===== src/design/dcache_pkg.sv =====
`default_nettype none

package dcache_pkg;

  typedef logic [31:0] word_t;

  localparam int IDX_W     = 3;
  localparam int N_SETS    = 2 ** IDX_W;
  localparam int BLK_WORDS = 2;
  localparam int BLKOFF_W  = 1;
  localparam int BYTOFF_W  = 2;
  localparam int TAG_W     = 32 - IDX_W - BLKOFF_W - BYTOFF_W;

  // one word seen either flat or split into its cache fields.
  typedef union packed {
    word_t raw;
    struct packed {
      logic [TAG_W-1:0]    tag;
      logic [IDX_W-1:0]    idx;
      logic [BLKOFF_W-1:0] blkoff;
      logic [BYTOFF_W-1:0] bytoff;
    } f;
  } dcache_addr_t;

  // read-out of one frame, 92 bits.
  typedef struct packed {
    logic                        valid;
    logic                        dirty;
    logic [TAG_W-1:0]            tag;
    word_t [BLK_WORDS-1:0]       data;
  } frame_t;

endpackage

`default_nettype wire


===== src/design/dcache_frame_array.sv =====
`timescale 1ns/1ps
`default_nettype none

module dcache_frame_array (
  input  logic                     CLK,
  input  logic                     nRST,
  input  dcache_pkg::dcache_addr_t addr,
  input  logic                     set_valid,
  input  logic                     clear_dirty,
  input  logic                     write_tag,
  input  logic                     store_data,
  input  dcache_pkg::word_t        store_word,
  output dcache_pkg::frame_t       frame,
  output logic                     hit
);

  import dcache_pkg::*;

  logic [N_SETS-1:0] valid;
  logic [N_SETS-1:0] dirty;
  logic [TAG_W-1:0]  tags [N_SETS];
  word_t             data_mem [N_SETS][BLK_WORDS];

  always_ff @(posedge CLK, negedge nRST)
  begin
    if (!nRST)
    begin
      valid <= '0;
      dirty <= '0;
    end
    else
    begin
      if (set_valid)
        valid[addr.f.idx] <= 1'b1;
      if (clear_dirty)
        dirty[addr.f.idx] <= 1'b0; // fill brings a clean block.
      else if (store_data)
        dirty[addr.f.idx] <= 1'b1;
    end
  end

  always_ff @(posedge CLK)
  begin
    if (write_tag)
      tags[addr.f.idx] <= addr.f.tag;
    if (store_data)
      data_mem[addr.f.idx][addr.f.blkoff] <= store_word;
  end

  always_comb
  begin
    frame.valid = valid[addr.f.idx];
    frame.dirty = dirty[addr.f.idx];
    frame.tag   = tags[addr.f.idx];
    for (int w = 0; w < BLK_WORDS; w++)
    begin
      frame.data[w] = data_mem[addr.f.idx][w];
    end
  end

  assign hit = frame.valid && (frame.tag == addr.f.tag);

endmodule

`default_nettype wire


===== src/design/dcache_control_unit.sv =====
`timescale 1ns/1ps
`default_nettype none

module dcache_control_unit #(
  parameter dcache_pkg::word_t HIT_COUNT_ADDR = 32'h0000_3100
) (
  input  logic                     CLK,
  input  logic                     nRST,
  input  logic                     enable,
  input  logic                     halt,
  input  logic                     dwait,
  input  logic                     frame_sel,
  input  logic                     hit,
  input  dcache_pkg::word_t        dmemaddr,
  input  dcache_pkg::frame_t       frame0,
  input  dcache_pkg::frame_t       frame1,
  input  dcache_pkg::word_t        hit_count,
  output dcache_pkg::dcache_addr_t cache_addr,
  output logic                     load_data,
  output logic                     set_valid,
  output logic                     clear_dirty,
  output logic                     write_tag,
  output logic                     disable_hit_counter,
  output logic                     dREN,
  output logic                     dWEN,
  output dcache_pkg::word_t        daddr,
  output dcache_pkg::word_t        dstore,
  output logic                     flushed
);

  import dcache_pkg::*;

  localparam logic [3:0] S_IDLE      = 4'd0;
  localparam logic [3:0] S_WB0       = 4'd1;
  localparam logic [3:0] S_WB1       = 4'd2;
  localparam logic [3:0] S_FETCH0    = 4'd3;
  localparam logic [3:0] S_FETCH1    = 4'd4;
  localparam logic [3:0] S_FLUSH     = 4'd5;
  localparam logic [3:0] S_FLUSH_WB0 = 4'd6;
  localparam logic [3:0] S_FLUSH_WB1 = 4'd7;
  localparam logic [3:0] S_COUNT     = 4'd8;
  localparam logic [3:0] S_FLUSHED   = 4'd9;

  logic [3:0]       state;
  logic [3:0]       next_state;
  logic [IDX_W-1:0] flush_idx;
  logic             flush_way;
  logic             flush_adv;
  logic             flush_last;
  logic             flushing;
  logic             fill_d;
  dcache_addr_t     req_addr;
  dcache_addr_t     wb_addr;
  frame_t           victim;

  assign req_addr.raw = dmemaddr;
  assign flushing     = (state == S_FLUSH) || (state == S_FLUSH_WB0) || (state == S_FLUSH_WB1);
  assign flush_last   = (&flush_idx) && flush_way;

  // the flush walk reads its own way, a miss evicts the LRU way.
  assign victim = (flushing ? flush_way : frame_sel) ? frame1 : frame0;

  always_comb
  begin
    cache_addr = req_addr;
    if (state == S_FETCH0 || state == S_FETCH1)
    begin
      cache_addr.f.blkoff = (state == S_FETCH1); // words land in order.
      cache_addr.f.bytoff = '0;
    end
    else if (flushing)
      cache_addr.f.idx = flush_idx;
  end

  always_comb
  begin
    wb_addr          = cache_addr;
    wb_addr.f.tag    = victim.tag;
    wb_addr.f.blkoff = (state == S_WB1) || (state == S_FLUSH_WB1);
    wb_addr.f.bytoff = '0;
  end

  always_comb
  begin
    next_state  = state;
    dREN        = 1'b0;
    dWEN        = 1'b0;
    daddr       = wb_addr.raw;
    dstore      = victim.data[wb_addr.f.blkoff];
    load_data   = 1'b0;
    set_valid   = 1'b0;
    clear_dirty = 1'b0;
    write_tag   = 1'b0;
    flush_adv   = 1'b0;
    flushed     = 1'b0;
    case (state)
      S_IDLE:
        if (halt)
          next_state = S_FLUSH;
        else if (enable && !hit)
          next_state = (victim.valid && victim.dirty) ? S_WB0 : S_FETCH0;
      S_WB0, S_WB1:
      begin
        dWEN = 1'b1;
        if (!dwait)
          next_state = (state == S_WB0) ? S_WB1 : S_FETCH0;
      end
      S_FETCH0, S_FETCH1:
      begin
        dREN        = 1'b1;
        daddr       = cache_addr.raw;
        load_data   = 1'b1;
        clear_dirty = 1'b1;
        set_valid   = (state == S_FETCH1); // tag and valid go with the last word.
        write_tag   = (state == S_FETCH1);
        if (!dwait)
          next_state = (state == S_FETCH0) ? S_FETCH1 : S_IDLE;
      end
      S_FLUSH:
        if (victim.valid && victim.dirty)
          next_state = S_FLUSH_WB0;
        else
        begin
          flush_adv  = 1'b1;
          next_state = flush_last ? S_COUNT : S_FLUSH;
        end
      S_FLUSH_WB0, S_FLUSH_WB1:
      begin
        dWEN = 1'b1;
        if (!dwait)
        begin
          if (state == S_FLUSH_WB0)
            next_state = S_FLUSH_WB1;
          else
          begin
            flush_adv  = 1'b1;
            next_state = flush_last ? S_COUNT : S_FLUSH;
          end
        end
      end
      S_COUNT:
      begin
        dWEN   = 1'b1;
        daddr  = HIT_COUNT_ADDR;
        dstore = hit_count;
        if (!dwait)
          next_state = S_FLUSHED;
      end
      S_FLUSHED:
        flushed = 1'b1;
      default:
        next_state = S_IDLE;
    endcase
  end

  always_ff @(posedge CLK, negedge nRST)
  begin
    if (!nRST)
    begin
      state     <= S_IDLE;
      flush_idx <= '0;
      flush_way <= 1'b0;
      fill_d    <= 1'b0;
    end
    else
    begin
      state  <= next_state;
      fill_d <= load_data;
      if (flush_adv)
        {flush_idx, flush_way} <= {flush_idx, flush_way} + 1'b1; // way 0 then way 1 per set.
    end
  end

  // the hit that closes a fill was not a first-cycle hit.
  assign disable_hit_counter = (state != S_IDLE) || fill_d;

endmodule

`default_nettype wire


===== src/design/dcache.sv =====
`timescale 1ns/1ps
`default_nettype none

module dcache #(
  parameter dcache_pkg::word_t HIT_COUNT_ADDR = 32'h0000_3100
) (
  input  logic              CLK,
  input  logic              nRST,
  input  logic              dmemREN,
  input  logic              dmemWEN,
  input  logic              halt,
  input  logic              dwait,
  input  dcache_pkg::word_t dmemaddr,
  input  dcache_pkg::word_t dmemstore,
  input  dcache_pkg::word_t dload,
  output logic              dhit,
  output logic              flushed,
  output logic              dREN,
  output logic              dWEN,
  output dcache_pkg::word_t dmemload,
  output dcache_pkg::word_t daddr,
  output dcache_pkg::word_t dstore
);

  import dcache_pkg::*;

  logic              enable;
  logic              frame_sel;
  logic [1:0]        way_hit;
  logic [N_SETS-1:0] lru;
  word_t             hit_count;
  dcache_addr_t      cache_addr;
  frame_t            frame0;
  frame_t            frame1;
  logic              load_data;
  logic              fill_valid;
  logic              fill_clear;
  logic              fill_tag;
  logic              disable_hit_counter;
  logic [1:0]        store_data;
  logic [1:0]        set_valid;
  logic [1:0]        clear_dirty;
  logic [1:0]        write_tag;
  word_t             store_word [2];

  assign enable    = dmemREN | dmemWEN;
  assign frame_sel = lru[cache_addr.f.idx];
  assign dhit      = enable & (|way_hit);

  dcache_frame_array way0 (
    .CLK         (CLK),
    .nRST        (nRST),
    .addr        (cache_addr),
    .set_valid   (set_valid[0]),
    .clear_dirty (clear_dirty[0]),
    .write_tag   (write_tag[0]),
    .store_data  (store_data[0]),
    .store_word  (store_word[0]),
    .frame       (frame0),
    .hit         (way_hit[0])
  );

  dcache_frame_array way1 (
    .CLK         (CLK),
    .nRST        (nRST),
    .addr        (cache_addr),
    .set_valid   (set_valid[1]),
    .clear_dirty (clear_dirty[1]),
    .write_tag   (write_tag[1]),
    .store_data  (store_data[1]),
    .store_word  (store_word[1]),
    .frame       (frame1),
    .hit         (way_hit[1])
  );

  dcache_control_unit #(
    .HIT_COUNT_ADDR (HIT_COUNT_ADDR)
  ) u_control (
    .CLK                 (CLK),
    .nRST                (nRST),
    .enable              (enable),
    .halt                (halt),
    .dwait               (dwait),
    .frame_sel           (frame_sel),
    .hit                 (|way_hit),
    .dmemaddr            (dmemaddr),
    .frame0              (frame0),
    .frame1              (frame1),
    .hit_count           (hit_count),
    .cache_addr          (cache_addr),
    .load_data           (load_data),
    .set_valid           (fill_valid),
    .clear_dirty         (fill_clear),
    .write_tag           (fill_tag),
    .disable_hit_counter (disable_hit_counter),
    .dREN                (dREN),
    .dWEN                (dWEN),
    .daddr               (daddr),
    .dstore              (dstore),
    .flushed             (flushed)
  );

  // store hits go to the hitting way, fills only to the LRU way.
  always_comb
  begin
    for (int w = 0; w < 2; w++)
    begin
      store_data[w]  = 1'b0;
      set_valid[w]   = 1'b0;
      clear_dirty[w] = 1'b0;
      write_tag[w]   = 1'b0;
      store_word[w]  = '0;
      if (way_hit[w] && dmemWEN)
      begin
        store_data[w] = 1'b1;
        store_word[w] = dmemstore;
      end
      else if (!dwait && (frame_sel == w[0]))
      begin
        store_data[w]  = load_data;
        set_valid[w]   = fill_valid;
        clear_dirty[w] = fill_clear;
        write_tag[w]   = fill_tag;
        store_word[w]  = dload;
      end
    end
  end

  always_ff @(posedge CLK, negedge nRST)
  begin
    if (!nRST)
    begin
      lru       <= '0;
      hit_count <= '0;
    end
    else
    begin
      if (enable && way_hit[0])
        lru[cache_addr.f.idx] <= 1'b1; // way 1 is now the victim.
      else if (enable && way_hit[1])
        lru[cache_addr.f.idx] <= 1'b0;
      if (dhit && !disable_hit_counter)
        hit_count <= hit_count + 32'd1;
    end
  end

  assign dmemload = way_hit[1] ? frame1.data[cache_addr.f.blkoff] : frame0.data[cache_addr.f.blkoff];

endmodule

`default_nettype wire


===== config.mk =====
export PLATFORM = sky130hd
export DESIGN_NAME = dcache
export DESIGN_NICKNAME = d
export VERILOG_FILES = /design/src/design/dcache_pkg.sv /design/src/design/dcache_frame_array.sv /design/src/design/dcache_control_unit.sv /design/src/design/dcache.sv
export SDC_FILE = /design/constraint.sdc
export NUM_CORES = 2
export LEC_CHECK = 0
export BUFFER_PORTS_ARGS = -buffer_cell sky130_fd_sc_hd__buf_2
export CORE_UTILIZATION = 41
export CTS_BUF_LIST = sky130_fd_sc_hd__clkbuf_8 sky130_fd_sc_hd__clkbuf_16
export CTS_CLUSTER_SIZE = 25
export DETAILED_ROUTE_END_ITERATION = 8
export PLACE_DENSITY = 0.63
export SLEW_MARGIN = 10
export SYNTH_ARGS = -nofsm -noshare
export SYNTH_HDL_FRONTEND = slang
export SYNTH_SLANG_ARGS = --single-unit

===== constraint.sdc =====
create_clock -name CLK -period 4.8 [get_ports CLK]
set_input_delay 0.24 -clock CLK [delete_from_list [all_inputs] [get_ports CLK]]
set_output_delay 0.24 -clock CLK [all_outputs]
set_load 0.02 [all_outputs]

Yosys cells after proc, flatten, opt, wreduce, memory -nomap -nowiden:

Memories as Yosys holds them, arrays and structs flattened.
Cells that the tools add are included.

* $lt $le $gt $ge: 6
* add/subtract/negate cells: 2
* mux-type cells: 77
* reductions and logical operators: 34
* bitwise gates (word level): 14
* equality and inequality tests: 16

Operators with widths (count)
* two-way mux 32 bit: 13
* two-way mux 64 bit: 2
* two-way mux 92 bit: 1
* one-hot mux 32 bit (2 select lines): 1
* equality test 26 bit: 2
* two-way mux 8 bit: 6
* OR 8 bit: 5
* two-way mux 4 bit: 9
* adder 32 x 1 -> 32 bit (second input constant): 1
* demux 32 bit (select 1 bit): 1
* two-way mux 1 bit: 31
* one-hot mux 4 bit (7 select lines): 1
* AND 8 bit: 3
* equality test 4 x 3 -> 1 bit (second input constant): 4
* binary-select mux 1 bit (select 3 bit): 5
* logical AND 1 bit: 14
* two-way mux 3 bit: 4
* equality test 4 x 2 -> 1 bit (second input constant): 2
* equality test 4 bit (second input constant): 2
* != test 2 bit (second input constant): 4
* NOT 8 bit: 1
* OR reduction 2 bit: 4
* AND reduction 6 bit: 1
* nonzero test 2 bit: 3
* 21 further kinds: 29

* memories: 4
* output and inout port bits: 100
* flip-flop bits (word level): 81
* memory bits (writable): 1440
* word-level logic and storage cells: 163
* input bits: 102

Memories
* way0.data_mem: words 8, bits a word 64, rd ports 1, clocked after memory_dff 0, write ports 1, RTL line dcache_frame_array.sv:22 `word_t data_mem [N_SETS][BLK_WORDS];`
* way1.data_mem: words 8, bits a word 64, rd ports 1, clocked after memory_dff 0, write ports 1, RTL line dcache_frame_array.sv:22
* way0.tags: words 8, bits a word 26, rd ports 1, clocked after memory_dff 0, write ports 1, RTL line dcache_frame_array.sv:21 `logic [TAG_W-1:0] tags [N_SETS];`
* way1.tags: words 8, bits a word 26, rd ports 1, clocked after memory_dff 0, write ports 1, RTL line dcache_frame_array.sv:21

Depth between registers and ports, before layout:

* word-level depth: 14
* gate-level depth with buffers: 19
* depth with buffers taken out: 11

Modules after synthesis:

A second synthesis with hierarchy kept.

* cell total of the unflattened synthesis: 3884
* area, all modules: 62537.5 um^2

Modules (own cells, without submodules)
* dcache_frame_array (way0): instances 1, sequential area each 22021.1 um^2, area each 27884.2 um^2, cells each 1513
* dcache_frame_array (way1): instances 1, sequential area each 22021.1 um^2, area each 27805.4 um^2, cells each 1487
* dcache: instances 1, sequential area each 1001.0 um^2, area each 3981.3 um^2, cells each 413
* dcache_control_unit: instances 1, sequential area each 225.2 um^2, area each 2866.5 um^2, cells each 471

Worst setup path after synthesis:

No wires, ideal clock.

* path kind: reg-to-reg
* from: reg u_control.state[1]
* to: mem way1.data_mem[0][32] (netlist bit) (enable)
* path buffers: 4
* library setup time: 421 ps
* arrival: 4868 ps
* clock period less this slack: 5289 ps
* stages on the path, launching flop included: 16
* data required time: 4379 ps
* setup slack: -489 ps
* cells stage by stage: dfrtp_1 > or2_1 > buf_2 > buf_6 > nand4_1 > and2_1 > clkbuf_1 > o22ai_1 > or4b_2 > xor2_1 > nand4b_1 > nor4_4 > and2_1 > buf_4 > o21ai_1 > nor2_1

* longest elaborated chain between the ends: 12
* elaborated cells on any way between the ends: 32
* classes of those cells: 2 x order compare; 6 x eq/ne; 14 x mux; 1 x bitwise; 8 x reduce/logical; 1 x memory

Ends and longest elaborated chain
* start: declaration: RTL line dcache_control_unit.sv:44 `logic [3:0] state;`
* start signal: assignment: RTL line dcache_control_unit.sv:167 `state <= next_state;`
* equality test 4 x 3 -> 1 bit: RTL line dcache_control_unit.sv:57 `assign flushing = (state == S_FLUSH) || (state == S_FLUSH_WB0) || (state == S_FLUSH_WB1);`
* logical OR 1 bit (2 in series): RTL line dcache_control_unit.sv:57
* two-way mux 3 bit: RTL line dcache_control_unit.sv:71 `else if (flushing)`
* two-way mux 3 bit: RTL line dcache_control_unit.sv:66 `if (state == S_FETCH0 || state == S_FETCH1)`
* memory read (8 x 26 bit), or another cell as far along
* equality test 26 bit, or another cell as far along: RTL line dcache_frame_array.sv:61 `assign hit = frame.valid && (frame.tag == addr.f.tag);`
* logical AND 1 bit, on equally long branches: RTL line dcache_frame_array.sv:61, dcache.sv:118
* logical AND 1 bit / two-way mux 1 bit (equally long branches): RTL line dcache.sv:113, dcache.sv:118
* two-way mux 1 bit: RTL line dcache.sv:113 `if (way_hit[w] && dmemWEN)`
* two-way mux 1 bit: RTL line dcache_frame_array.sv:46 `if (store_data)`
* two-way mux 64 bit (implied by the code): RTL line dcache_frame_array.sv:47 `data_mem[addr.f.idx][addr.f.blkoff] <= store_word;`
* end: declaration: RTL line dcache_frame_array.sv:22

Several ways; a longest one is shown, not always the timed one. The select of a mux whose other input is x is not followed.

Worst setup path in the final report:

* from: reg u_control.state[2]
* to: out dmemload[8]

* longest elaborated chain between the ends: 9
* elaborated cells on any way between the ends: 23
* classes of those cells: 6 x eq/ne; 10 x mux; 4 x reduce/logical; 3 x memory

Ends and longest elaborated chain
* equality test 4 x 3 -> 1 bit: RTL line dcache_control_unit.sv:57
* logical OR 1 bit (2 in series): RTL line dcache_control_unit.sv:57
* two-way mux 3 bit: RTL line dcache_control_unit.sv:71
* two-way mux 3 bit: RTL line dcache_control_unit.sv:66
* memory read (8 x 26 bit), or another cell as far along
* equality test 26 bit, or another cell as far along: RTL line dcache_frame_array.sv:61
* logical AND 1 bit / two-way mux 32 bit (equally long branches): RTL line dcache_frame_array.sv:61, dcache.sv:147
* two-way mux 32 bit *: RTL line dcache.sv:147 `assign dmemload = way_hit[1] ? frame1.data[cache_addr.f.blkoff] : frame0.data[cache_addr.f.blkoff];`
* end: declaration: RTL line dcache.sv:20 `output dcache_pkg::word_t dmemload,`

Mark *: on every way between the ends. The rest lies on a longest branch, timed or not. The select of a mux whose other input is x is not followed.

==> impl_results.rst <==
.. list-table::
   :header-rows: 1

   * - Metric
     - Value
   * - Status
     - finished with violations
   * - Violations in the final reports
     - setup timing
   * - Wire length after detailed routing
     - 223,000 µm
   * - Post-Place Worst Slack
     - -0.795 ns
   * - Share of async-settable or async-resettable flops after synthesis
     - 0.0533
   * - Cts bufs inserted
     - 153
   * - Mean instance size in the synthesized netlist
     - 14.5 µm²
   * - TritonCTS clock tree
     - done
   * - Chip Height
     - 393 µm
   * - Count of different cell masters after synthesis
     - 95
   * - Detailed Route Iter0 Violations
     - 6,282
   * - Layout cell share with drive strength beyond 1
     - 0.271
   * - Cell area power density
     - 606 mW/mm²
   * - Residual DRC
     - 0
   * - Number of vias per cell
     - 6.22
   * - Final non-filler cell area
     - 0.0798 mm²
   * - Hold path startpoint
     - dmemstore[17]
   * - Port bufs
     - 197
   * - Met2 routed wirelength
     - 103,000 µm
   * - Metal-1 WL
     - 83,100 µm
   * - Final RePlAce weighted congestion
     - 0.973
   * - Clock network latency to the later pin of the worst-skew pair
     - 0.83 ns
   * - Critical Path AT
     - 5.05 ns
   * - Drt wl/cell
     - 30.9 µm
   * - Highest metal layer used by the detailed router
     - met5
   * - Crit path capture type
     - primary output
   * - Number of fill cells
     - 12,200
   * - Post-route minimum period
     - 5.29 ns
   * - Nets
     - 5,196
   * - Worst ir drop on vdd
     - 0.908 mV
   * - Die Width
     - 393 µm
   * - Class of the tightest hold or removal check
     - in -> reg
   * - Metal3 WL
     - 26,800 µm
   * - Starting utilization of the core area
     - 0.415
   * - H-tree depth reported by CTS
     - 4
   * - Final worst-path cycle share
     - 1.10
   * - Flip-flop and latch count after synthesis
     - 1,521
   * - Sequential fraction of the synthesis area
     - 0.724
   * - Router iterations before antenna repair
     - 6
   * - Remaining global-route overflow
     - 0
   * - Number of buffers and inverters on the critical path
     - 8
   * - RSZ-0062 raised after global routing
     - true
   * - Number of standard cells in the final layout excluding fillers
     - 7,237
   * - Normalized max-slew margin
     - 0.256
   * - Number of max-slew violations in the final report
     - 0
   * - Vias in the first global route
     - 41,900
   * - Final count of negative-setup-slack endpoints
     - 94
   * - Post-Place Cell Area
     - 0.0709 mm²
   * - Startpoint of the worst setup timing path
     - u_control.state[2]$_DFFE_PN0P_
   * - Most common flop cell mapped by yosys
     - sky130_fd_sc_hd__edfxtp_1
   * - Core area
     - 0.151 mm²
   * - Final core utilization
     - 0.530
   * - Fin worst setup slack
     - -0.486 ns
   * - Data required time at the worst endpoint
     - 4.56 ns
   * - Worst setup path class
     - reg -> out
   * - Reg-to-reg startpoint
     - u_control.state[2]$_DFFE_PN0P_
   * - Wire length of the first global-routing pass
     - 306,000 µm
   * - Root Buffer Master
     - sky130_fd_sc_hd__clkbuf_16
   * - Maximum number of pins on one net before global-route repair
     - 113
   * - Number of primary I/O pins
     - 202
   * - Dpl cells
     - 6,779
   * - Final Hold Viols
     - 0
   * - Number of antenna violations at the first check in global routing
     - 7
   * - Maximum buffer depth of the clock tree
     - 3
   * - Cell seen most often among critical-path stages
     - sky130_fd_sc_hd__buf_6
   * - Total of max-cap violations
     - 0
   * - Synthesis-to-layout area growth
     - 27.6%
   * - Family with the most delay on the worst path
     - simple AND/OR/NAND/NOR gates
   * - Row Count
     - 142
   * - Summed instance area of the synthesized netlist
     - 0.0626 mm²
   * - Highest net fanout along the worst path
     - 12
   * - Vias
     - 45,000
   * - Max incr delay on CP
     - 0.55 ns
   * - Number of instances in the synthesized netlist
     - 4,324
   * - Ordered cell list for the critical path
     - nor2b_4 > buf_6 > buf_16 > nand4_1 > buf_12 > a21oi_1 > or4_1 > buf_4 > o21ai_2 > nand4b_1 > nand4b_1 > nor4_4 > buf_6 > buf_12 > buf_16 > mux2_4 > buf_6
   * - Number of enable-type register cells in the synthesized netlist
     - 1,440
   * - Leakage Power
     - 28.2 nW
   * - Transition time of the tightest slew-check pin
     - 1.11 ns
   * - Cell type of the slowest stage on the worst timing path
     - sky130_fd_sc_hd__or4_1
   * - Number of routed nets with antenna violations
     - 0
   * - Detailed Place HPWL
     - 138,000 µm
   * - CTS sink cnt
     - 1,521
   * - Post-route clock skew
     - 0.0636 ns
   * - Critical Path Start Type
     - register
   * - Overall die area
     - 0.154 mm²
   * - Global-route usage over all layers
     - 0.277
   * - Total of warnings raised by yosys
     - 0
   * - Clk slew on worst S/H paths
     - 0.06 ns
   * - Max Freq
     - 189 MHz
-- final timing paths --
kind / end / depth (start not counted) / slack (ns)
max in group asynchronous: asynchronous set/reset pin / 3 / 3.76
worst min register to register: way1.valid[0]$_DFFE_PN0P_ / 1 / 0.46
min in group asynchronous: hit_count[24]$_DFFE_PN0P_ / 2 / 0.05
worst max-delay path: dmemload[8] / 17 / -0.49
worst max register to register: way1.data_mem[1][48]$_DFFE_PP_ / 19 / -0.05
worst min-delay path: way0.data_mem[6][49]$_DFFE_PP_ / 4 / 0.03
-- cells by family after synthesis --
family / Yosys count / share of synthesized area
AND/OR/NAND/NOR: 990 / 0.0796
AO/OA/AOI/OAI: 1239 / 0.138
buffers and inverters: 353 / 0.0241
multiplexers: 159 / 0.0265
other: 1 / 0.0000599
XOR/XNOR: 58 / 0.00812
flip-flops: 1521 / 0.724
adder cells (fa/ha/maj): 3 / 0.000560
-- per-stage QoR --
step                hold slack, ns  total power [mW]  setup TNS [ns]
finish                      0.0274              48.4          -15.94
global route                0.0206              49.6          -31.43
CTS                        0.00327              46.8          -16.21
detailed placement           0.289              33.8         -483.99
global placement             0.280              33.7         -576.13
floorplan                  -0.0556              24.8         -248.76
-- state kept, by name (all words and copies together), names as in the netlist, named ones only --
name and count:
u_control.flush_idx 3, u_control.state 4, way0.tags 208, way0.data_mem 512
way1.data_mem 512, u_control.fill_d 1, hit_count 32, u_control.flush_way 1
way0.valid 8, way1.valid 8, way1.tags 208
-- cells in the final DEF (no fill, tap or decap), drive strengths merged, types with 11 or more instances in the layout --
master       netlist  layout
nand4             25      25
mux2              51      51
xor2              47      47
a31oi             40      40
a21oi            191     191
mux2i            108     108
dfrtp             81      81
nand2            345     345
o22a              15      15
o22ai             85      85
o21bai            18      18
o211ai            24      24
inv               50      84
nand3            115     115
clkbuf           196     173
a22oi            380     380
nor3              60      60
o31ai             17      17
a221oi            47      47
or4               15      15
and3              75      75
nor2             172     175
dlygate4sd3        0      47
xnor2             11      11
a22o              65      65
a21o              20      20
and2              38      38
nor4              31      31
o21ai            184     184
o221ai            32      32
or3               17      17
clkinv             1      79
buf              106     847
a211oi            55      55
and4              49      49
nor2b             13      13
edfxtp          1440    1440
-- where the power goes --
part / switching [mW] / total (mW) / internal [mW]
combinational: 13.3 / 21.1 / 7.86
clock: 5.32 / 11.8 / 6.53
sequential: 0.130 / 15.4 / 15.3
total: 18.7 / 48.4 / 29.7
-- final cells by class --
class / count / area [µm²] / share of cell area
Antenna cell: 2 / 5.00 / 0.0000627
Sequential cell: 1521 / 45300 / 0.567
Tap cell: 2016 / 2520 / 0.0316
Multi-Input combinational cell: 2454 / 17500 / 0.219
Clock inverter: 125 / 1080 / 0.0135
Clock buffer: 157 / 3910 / 0.0489
Inverter: 51 / 191 / 0.00240
Timing Repair Buffer: 911 / 9380 / 0.117
-- synth_stat cells, types with 19 or more instances --
cell                       count  area, µm²
sky130_fd_sc_hd__o21ai_0     172        861
sky130_fd_sc_hd__o22ai_1      85        532
sky130_fd_sc_hd__buf_2        51        255
sky130_fd_sc_hd__and2_1       38        238
sky130_fd_sc_hd__edfxtp_1   1440      43200
sky130_fd_sc_hd__a22o_1       65        569
sky130_fd_sc_hd__o211ai_1     19        143
sky130_fd_sc_hd__xor2_1       47        412
sky130_fd_sc_hd__nand2_1     344       1290
sky130_fd_sc_hd__and4_1       49        429
sky130_fd_sc_hd__nand3_1     113        566
sky130_fd_sc_hd__nor2_1      169        634
sky130_fd_sc_hd__a21oi_1     189        946
sky130_fd_sc_hd__nor4_1       26        163
sky130_fd_sc_hd__clkbuf_1    196        736
sky130_fd_sc_hd__nor3_1       57        285
sky130_fd_sc_hd__inv_1        48        180
sky130_fd_sc_hd__a31oi_1      40        250
sky130_fd_sc_hd__a22oi_1     380       2850
sky130_fd_sc_hd__a211oi_1     54        405
sky130_fd_sc_hd__mux2i_1     108       1080
sky130_fd_sc_hd__o221ai_1     31        272
sky130_fd_sc_hd__nand4_1      25        156
sky130_fd_sc_hd__dfrtp_1      81       2030
sky130_fd_sc_hd__a21o_1       20        150
sky130_fd_sc_hd__mux2_2       51        574
sky130_fd_sc_hd__and3_1       75        469
sky130_fd_sc_hd__a221oi_1     46        403
sky130_fd_sc_hd__buf_1        35        131
-- tightest hold or removal path: stages --
cell and delay (ns):
sky130_fd_sc_hd__buf_2 0.11, sky130_fd_sc_hd__inv_1 0.04, sky130_fd_sc_hd__o21ai_0 0.07, sky130_fd_sc_hd__buf_4 0.19
-- layer usage --
metal  track usage  vias up
met2         0.437     3151
met5             0        -
met3        0.0644      524
met4         0.112        6
met1         0.370    22500
li1              -    18800
-- what timing repair did --
item,in CTS,in global routing
cloned,11,21
hold endpoints to repair,662,6
pin swaps,28,61
hold buffers,46,1
gates resized for setup,275,214
buffers inserted,34,66
endpoints found under the setup margin,1386,1802
Note: power is estimated with default switching activity, not from simulation.
